$ cat src/common/hamming.svh
`ifndef HAMMING_SVH
`define HAMMING_SVH

// Width helpers for the classic Hamming layout
// Parity bits sit at the power-of-two positions of a 1-based block

// Smallest parity count p with 2^p - p - 1 >= data width
// Steps follow the full-length codes (1, 4, 11, 26, 57, 120, 247 data bits)
// Anything above 247 data bits falls on 8 parity bits and overflows the syndrome
`define GET_HAMMING_PARITY_WIDTH(data_width) \
  (((data_width) <=   1) ? 2 : \
   ((data_width) <=   4) ? 3 : \
   ((data_width) <=  11) ? 4 : \
   ((data_width) <=  26) ? 5 : \
   ((data_width) <=  57) ? 6 : \
   ((data_width) <= 120) ? 7 : 8)

// Full data width of a code with the given parity count
// Used to pad shortened codes up to their natural length
`define GET_HAMMING_DATA_WIDTH(parity_width) \
  ((2 ** (parity_width)) - (parity_width) - 1)

`endif

$ cat src/common/hamming_pkg.sv
package hamming_pkg;

  // Syndrome register width, 8 bits covers blocks up to 255 positions
  // so data words up to 247 bits
  localparam int SYNDROME_MAX_WIDTH = 8;

  // 1-based position of a single flipped bit, zero for a clean block
  typedef logic [SYNDROME_MAX_WIDTH-1:0] syndrome_t;

  // Decoder status, valid alongside the decoded data
  typedef struct packed {
    // Syndrome is nonzero
    logic      error;
    // Syndrome addressed a bit inside the block, that bit was flipped
    logic      corrected;
    // Syndrome points past a shortened block, multiple errors
    logic      invalid;
    syndrome_t syndrome;
  } decode_status_t;

  // True for the parity positions 1, 2, 4, 8 ...
  function automatic logic is_parity_position(input int unsigned position);
    return (position != 0) && ((position & (position - 1)) == 0);
  endfunction

  // True when the parity bit of the given index covers this 1-based position
  // i.e. when that bit of the position number is set
  function automatic logic covers_position(
    input int unsigned position,
    input int unsigned syndrome_bit
  );
    return ((position >> syndrome_bit) & 1) != 0;
  endfunction

endpackage

$ cat src/hamming/hamming_block_packer.sv
`timescale 1ns/100ps

`include "hamming.svh"

module hamming_block_packer import hamming_pkg::*; #(
  parameter  DATA_WIDTH   = 8,
  localparam PARITY_WIDTH = `GET_HAMMING_PARITY_WIDTH(DATA_WIDTH),
  localparam BLOCK_WIDTH  = DATA_WIDTH + PARITY_WIDTH
) (
  input  logic   [DATA_WIDTH-1:0] data,
  input  logic [PARITY_WIDTH-1:0] code,
  output logic  [BLOCK_WIDTH-1:0] block
);

  // Walk the block positions from 1 upward
  // Parity bits land on powers of two, data fills the gaps in order
  always_comb begin
    int data_index;
    int parity_index;
    block        = '0;
    data_index   = 0;
    parity_index = 0;
    for (int position = 1; position <= BLOCK_WIDTH; position++) begin
      if (is_parity_position(position)) begin
        // Next parity bit, LSB of code goes to position 1
        block[position-1] = code[parity_index];
        parity_index++;
      end else begin
        // Next data bit, LSB of data goes to position 3
        block[position-1] = data[data_index];
        data_index++;
      end
    end
  end

endmodule

$ cat src/hamming/hamming_block_unpacker.sv
`timescale 1ns/100ps

`include "hamming.svh"

module hamming_block_unpacker import hamming_pkg::*; #(
  parameter  DATA_WIDTH   = 8,
  localparam PARITY_WIDTH = `GET_HAMMING_PARITY_WIDTH(DATA_WIDTH),
  localparam BLOCK_WIDTH  = DATA_WIDTH + PARITY_WIDTH
) (
  input  logic  [BLOCK_WIDTH-1:0] block,
  output logic   [DATA_WIDTH-1:0] data,
  output logic [PARITY_WIDTH-1:0] code
);

  // Same walk as the packer, run the other way
  // Each position is routed back to its data or parity slot
  always_comb begin
    int data_index;
    int parity_index;
    data         = '0;
    code         = '0;
    data_index   = 0;
    parity_index = 0;
    for (int position = 1; position <= BLOCK_WIDTH; position++) begin
      if (is_parity_position(position)) begin
        // Power of two, belongs to the code
        code[parity_index] = block[position-1];
        parity_index++;
      end else begin
        // Everything else is payload, in ascending order
        data[data_index] = block[position-1];
        data_index++;
      end
    end
  end

endmodule

$ cat src/hamming/hamming_encoder.sv
`timescale 1ns/100ps

`include "hamming.svh"

module hamming_encoder import hamming_pkg::*; #(
  parameter  DATA_WIDTH   = 8,
  localparam PARITY_WIDTH = `GET_HAMMING_PARITY_WIDTH(DATA_WIDTH),
  localparam BLOCK_WIDTH  = DATA_WIDTH + PARITY_WIDTH
) (
  input  logic   [DATA_WIDTH-1:0] data,
  output logic [PARITY_WIDTH-1:0] code,
  output logic  [BLOCK_WIDTH-1:0] block
);

  // Shortened codes are padded with zeros up to the full length
  // Zero data bits add nothing to the parity, so the code is unchanged
  localparam PADDED_DATA_WIDTH  = `GET_HAMMING_DATA_WIDTH(PARITY_WIDTH);
  localparam PADDED_BLOCK_WIDTH = PADDED_DATA_WIDTH + PARITY_WIDTH;

  logic  [PADDED_DATA_WIDTH-1:0] data_padded;
  logic [PADDED_BLOCK_WIDTH-1:0] block_padded;
  logic       [PARITY_WIDTH-1:0] parity;

  assign data_padded = PADDED_DATA_WIDTH'(data);

  // Parity straight from the data positions
  // Other parity positions never share a syndrome bit with this one,
  // so leaving them out keeps the logic free of feedback through the block
  always_comb begin
    int data_index;
    parity     = '0;
    data_index = 0;
    for (int position = 1; position <= PADDED_BLOCK_WIDTH; position++) begin
      if (!is_parity_position(position)) begin
        for (int parity_index = 0; parity_index < PARITY_WIDTH; parity_index++) begin
          // Bit belongs to the group of this parity bit
          if (covers_position(position, parity_index)) begin
            parity[parity_index] = parity[parity_index] ^ data_padded[data_index];
          end
        end
        data_index++;
      end
    end
  end

  // Place data and parity at their block positions
  hamming_block_packer #(
    .DATA_WIDTH ( PADDED_DATA_WIDTH )
  ) packer (
    .data  ( data_padded  ),
    .code  ( parity       ),
    .block ( block_padded )
  );

  assign code = parity;

  // Padding lives at the top of the block, drop it
  assign block = block_padded[BLOCK_WIDTH-1:0];

endmodule

$ cat src/hamming/hamming_syndrome.sv
`timescale 1ns/100ps

`include "hamming.svh"

module hamming_syndrome import hamming_pkg::*; #(
  parameter  DATA_WIDTH   = 8,
  localparam PARITY_WIDTH = `GET_HAMMING_PARITY_WIDTH(DATA_WIDTH),
  localparam BLOCK_WIDTH  = DATA_WIDTH + PARITY_WIDTH,
  // Block with its syndrome, handed to the corrector
  localparam type syndrome_stage_t = struct packed {
    logic [BLOCK_WIDTH-1:0] block;
    syndrome_t              syndrome;
  }
) (
  input  logic                   clock,
  input  logic                   reset,
  input  logic [BLOCK_WIDTH-1:0] block,
  input  logic                   block_valid,
  output syndrome_stage_t        stage,
  output logic                   stage_valid
);

  logic [PARITY_WIDTH-1:0] syndrome;

  // Each syndrome bit re-checks one parity group
  // The parity bit is included here, so a clean block gives all zeros
  // and a single flip gives the position of the flipped bit
  always_comb begin
    syndrome = '0;
    for (int position = 1; position <= BLOCK_WIDTH; position++) begin
      for (int syndrome_bit = 0; syndrome_bit < PARITY_WIDTH; syndrome_bit++) begin
        if (covers_position(position, syndrome_bit)) begin
          syndrome[syndrome_bit] = syndrome[syndrome_bit] ^ block[position-1];
        end
      end
    end
  end

  // Payload only moves on an accepted word
  always_ff @(posedge clock) begin
    if (block_valid) begin
      stage.block    <= block;
      stage.syndrome <= syndrome_t'(syndrome);
    end
  end

  // One word per valid cycle, no stall
  always_ff @(posedge clock) begin
    if (reset) begin
      stage_valid <= 1'b0;
    end else begin
      stage_valid <= block_valid;
    end
  end

  // Downstream qualifies everything on this strobe
  assert property (@(posedge clock) disable iff (reset) !$isunknown(stage_valid))
    else $error("stage_valid is unknown after reset");

endmodule

$ cat src/hamming/hamming_corrector.sv
`timescale 1ns/100ps

`include "hamming.svh"

module hamming_corrector import hamming_pkg::*; #(
  parameter  DATA_WIDTH   = 8,
  localparam PARITY_WIDTH = `GET_HAMMING_PARITY_WIDTH(DATA_WIDTH),
  localparam BLOCK_WIDTH  = DATA_WIDTH + PARITY_WIDTH,
  // Must match the stage layout of the syndrome module
  localparam type syndrome_stage_t = struct packed {
    logic [BLOCK_WIDTH-1:0] block;
    syndrome_t              syndrome;
  }
) (
  input  logic                  clock,
  input  logic                  reset,
  input  syndrome_stage_t       stage,
  input  logic                  stage_valid,
  output logic [DATA_WIDTH-1:0] data,
  output decode_status_t        status,
  output logic                  data_valid
);

  logic [BLOCK_WIDTH-1:0] flip_mask;
  logic [BLOCK_WIDTH-1:0] corrected_block;
  logic  [DATA_WIDTH-1:0] unpacked_data;
  decode_status_t         next_status;

  // One-hot mask of the position named by the syndrome
  // Stays empty for zero and for positions past a shortened block
  always_comb begin
    flip_mask = '0;
    for (int position = 1; position <= BLOCK_WIDTH; position++) begin
      flip_mask[position-1] = (stage.syndrome == syndrome_t'(position));
    end
  end

  assign corrected_block = stage.block ^ flip_mask;

  // Out of range syndrome leaves the block as it is and is flagged
  always_comb begin
    next_status.syndrome  = stage.syndrome;
    next_status.error     = (stage.syndrome != '0);
    next_status.corrected = |flip_mask;
    // Invalid straight from the range of the syndrome
    next_status.invalid   = (stage.syndrome > syndrome_t'(BLOCK_WIDTH));
  end

  // Parity bits are not needed past this point
  hamming_block_unpacker #(
    .DATA_WIDTH ( DATA_WIDTH )
  ) unpacker (
    .block ( corrected_block ),
    .data  ( unpacked_data   ),
    .code  (                 )
  );

  // Result registers, qualified by data_valid
  always_ff @(posedge clock) begin
    if (stage_valid) begin
      data   <= unpacked_data;
      status <= next_status;
    end
  end

  always_ff @(posedge clock) begin
    if (reset) begin
      data_valid <= 1'b0;
    end else begin
      data_valid <= stage_valid;
    end
  end

  // Status flags are exclusive, and any flag implies an error
  assert property (@(posedge clock) disable iff (reset)
    data_valid |-> !(status.corrected && status.invalid))
    else $error("corrected and invalid both set");

  assert property (@(posedge clock) disable iff (reset)
    data_valid && (status.corrected || status.invalid) |-> status.error)
    else $error("status flag set without error");

endmodule

$ cat src/source/hamming_codec.sv
`timescale 1ns/100ps

`include "hamming.svh"

module hamming_codec import hamming_pkg::*; #(
  parameter  DATA_WIDTH   = 8,
  localparam PARITY_WIDTH = `GET_HAMMING_PARITY_WIDTH(DATA_WIDTH),
  localparam BLOCK_WIDTH  = DATA_WIDTH + PARITY_WIDTH,
  localparam type syndrome_stage_t = struct packed {
    logic [BLOCK_WIDTH-1:0] block;
    syndrome_t              syndrome;
  }
) (
  input  logic                    clock,
  input  logic                    reset,
  // Encode path, combinational
  input  logic   [DATA_WIDTH-1:0] data,
  output logic [PARITY_WIDTH-1:0] code,
  output logic  [BLOCK_WIDTH-1:0] block,
  // Decode path, results two edges after block_valid
  input  logic  [BLOCK_WIDTH-1:0] block_in,
  input  logic                    block_valid,
  output logic   [DATA_WIDTH-1:0] data_out,
  output decode_status_t          status,
  output logic                    data_valid
);

  syndrome_stage_t stage;
  logic            stage_valid;

  hamming_encoder #(
    .DATA_WIDTH ( DATA_WIDTH )
  ) encoder (
    .data  ( data  ),
    .code  ( code  ),
    .block ( block )
  );

  // Stage one, syndrome
  hamming_syndrome #(
    .DATA_WIDTH ( DATA_WIDTH )
  ) syndrome_stage (
    .clock       ( clock       ),
    .reset       ( reset       ),
    .block       ( block_in    ),
    .block_valid ( block_valid ),
    .stage       ( stage       ),
    .stage_valid ( stage_valid )
  );

  // Stage two, correction and unpack
  hamming_corrector #(
    .DATA_WIDTH ( DATA_WIDTH )
  ) corrector (
    .clock       ( clock       ),
    .reset       ( reset       ),
    .stage       ( stage       ),
    .stage_valid ( stage_valid ),
    .data        ( data_out    ),
    .status      ( status      ),
    .data_valid  ( data_valid  )
  );

endmodule

$ cat config.mk
export PLATFORM = sky130hd
export DESIGN_NAME = hamming_codec
export DESIGN_NICKNAME = d
export VERILOG_FILES = /design/src/common/hamming_pkg.sv /design/src/hamming/hamming_block_packer.sv /design/src/hamming/hamming_block_unpacker.sv /design/src/hamming/hamming_encoder.sv /design/src/hamming/hamming_syndrome.sv /design/src/hamming/hamming_corrector.sv /design/src/source/hamming_codec.sv
export VERILOG_INCLUDE_DIRS = /design/src /design/src/common
export SDC_FILE = /design/constraint.sdc
export NUM_CORES = 1
export LEC_CHECK = 0
export ABC_AREA = 1
export BUFFER_PORTS_ARGS = -buffer_cell sky130_fd_sc_hd__clkbuf_2
export CAP_MARGIN = 20
export CORE_MARGIN = 3
export CORE_UTILIZATION = 57
export DETAILED_ROUTE_END_ITERATION = 8
export PLACE_DENSITY = 0.87
export REMOVE_ABC_BUFFERS = 1
export SYNTH_ARGS = -nofsm -noshare
export SYNTH_HDL_FRONTEND = slang
export SYNTH_HIERARCHICAL = 1
export SYNTH_SLANG_ARGS = --single-unit
$ cat constraint.sdc
create_clock -name clock -period 3.45 [get_ports clock]
set_input_delay 0.1725 -clock clock [delete_from_list [all_inputs] [get_ports clock]]
set_output_delay 0.1725 -clock clock [all_outputs]
set_load 0.005 [all_outputs]
==> flow_summary.ini <==
[critical_path]
cpPeakStageDelay_ns = 0.40
worstPathRequired_ns = 3.52
cpMaxStageDelayCell = edfxtp_1
crit_chain = inv_1 > nand2_1 > nor2_1 > nand2_1 > nand2_1 > nor2_1 > nand3_1
worstPathArrival_ns = 1.31
critical_path_class = flip-flop to flip-flop
end_kind = flip-flop
path_common_cell = nand2_1
cp-start-kind = flip-flop
cp_max_fo = 4

[final_layout]
mostFrequentLayoutCells = nand2_1, clkbuf_2, edfxtp_1, inv_1, nor2_1
fin_nets = 299
final_common_cell = nand2_1
diodes = 0
final_layout_size_suffix_gt1_frac = 0.238
stdcell_count = 321
synthToLayoutAreaGrowth_pct = 11.0
fillCellCount = 255
fin_area_sq_mm = 0.00215

[placement]
dpl-instance-area_sq_mm = 0.00210
post-place-cells = 313
gp_congestion = 0.845
port_buffers = 58
place_hpwl_um = 2370
place_ws_ns = 2.23

[clock_tree]
cts.root.buffer_cell = clkbuf_4
cts.repair.resized = 0
clockBufferDepth = 2
cts.sinks = 33
postCtsHoldBufs = 0
cts_tree = yes
clk_pin_slew_ns = 0.09
htreeDepth = 2
cts_setup_buffers = 0
cts_made_buffers = 5
clk_latency_ns = 0.32

[synthesis]
yosysWarnings = 6
syn_area_sq_mm = 0.00194
netlist_instances = 233
syn-mean-instance-area_sq_um = 8.32

[sta]
fin_setup_tns_ns = 0
fin_crit_ns = 1.24
finalHoldViolations = 0
drv_slew = 0
worst_slack_ns = 2.21
worst_slew_pin_slew_ns = 0.792
rsz0062_at_grt = no
skew_ns = 0.00622
fin_crit_sh = 0.358
fmax_mhz = 809
finalSetupViolations = 0
max_slew_margin = 0.472

[pwr]
power_leakage_nw = 1.13
p_per_area_mw_per_mm2 = 385
irDropWorstVdd_v = 0.000182
power_mw = 0.828

[min_path]
hold_path_class = primary input to flip-flop

[route]
wl_per_cell_um = 9.06
ant_nets = 0
via_count = 1483
drcViolationCount = 0
drt_iter0_markers = 55
wl_met3_um = 299
routed_wl_um = 2910
met1_length_um = 1180
drtPass1Iterations = 4
vias_per_cell = 4.62
highest_layer = met4
wl_met2_um = 1350

[floorplan]
die_h_um = 64.3
rows = 20
dieArea_sq_mm = 0.00414
core-area_sq_mm = 0.00315
initial_core_util = 0.615
die_x_um = 64.3
num_io_pins = 59

[global_route]
grt_usage = 0.156
grt-ovfl-total = 0
grt_pass1_vias = 1238
antenna_found_initial = 0
grt_pass1_wl_um = 4910
grt_max_degree = 21

[run_status]
status = complete, no violations

[run]
maxCapViolCount = 0
state kept, by name, summed over array words and instances (netlist names):
register and flops:
corrector/status 11, corrector/data_valid 1, corrector/data 8, syndrome_stage/stage 12, syndrome_stage/stage_valid 1
area by class of cell:
type / instances / area [sq um] / share of cell area
Clock buffer: 8 / 48.8 / 0.0227
Inverter: 30 / 113 / 0.0523
Multi-Input combinational cell: 148 / 676 / 0.314
Sequential cell: 33 / 971 / 0.451
Tap cell: 44 / 55.1 / 0.0256
Timing Repair Buffer: 58 / 290 / 0.135
critical path: cells and delay by family (launching register included):
| family | cells | cell delay, ns |
|---|---|---|
| and+or+nand+nor | 6 | 0.49 |
| DFF | 1 | 0.40 |
| buffers and inverters | 1 | 0.08 |
final timing paths:
kind                                 from              endpoint  cells past startpoint  slack, ns
hold reg to reg   syndrome_stage/stage[3]   corrector/status[3]                      0       0.52
setup / recovery  syndrome_stage/stage[2]   corrector/status[9]                      7       2.21
setup reg to reg  syndrome_stage/stage[2]   corrector/status[9]                      7       2.21
hold / removal                      reset  corrector/data_valid                      2       0.02
layer usage:
metal | track usage | vias to the layer above
met5 | 0 | -
met4 | 0.0871 | 0
met3 | 0.0492 | 10
met2 | 0.250 | 70
met1 | 0.184 | 617
li1 | - | 786
power breakdown:
| group | switching, mW | total (mW) | leakage [nW] | internal, mW |
|---|---|---|---|---|
| combinational | 0.0885 | 0.153 | 0.785 | 0.0648 |
| clock | 0.110 | 0.191 | 0.0265 | 0.0810 |
| sequential | 0.0156 | 0.485 | 0.317 | 0.469 |
| total | 0.214 | 0.828 | 1.13 | 0.615 |
metrics by stage:
step / utilization / hold slack [ns]
after floorplan: - / 0.244
after global routing: 0.683 / 0.0108
after detailed placement: 0.667 / 0.367
final: 0.683 / 0.0211
after global placement: 0.667 / 0.349
after CTS: 0.683 / 0.00908
No activity file was read; power rests on OpenSTA's default activity.
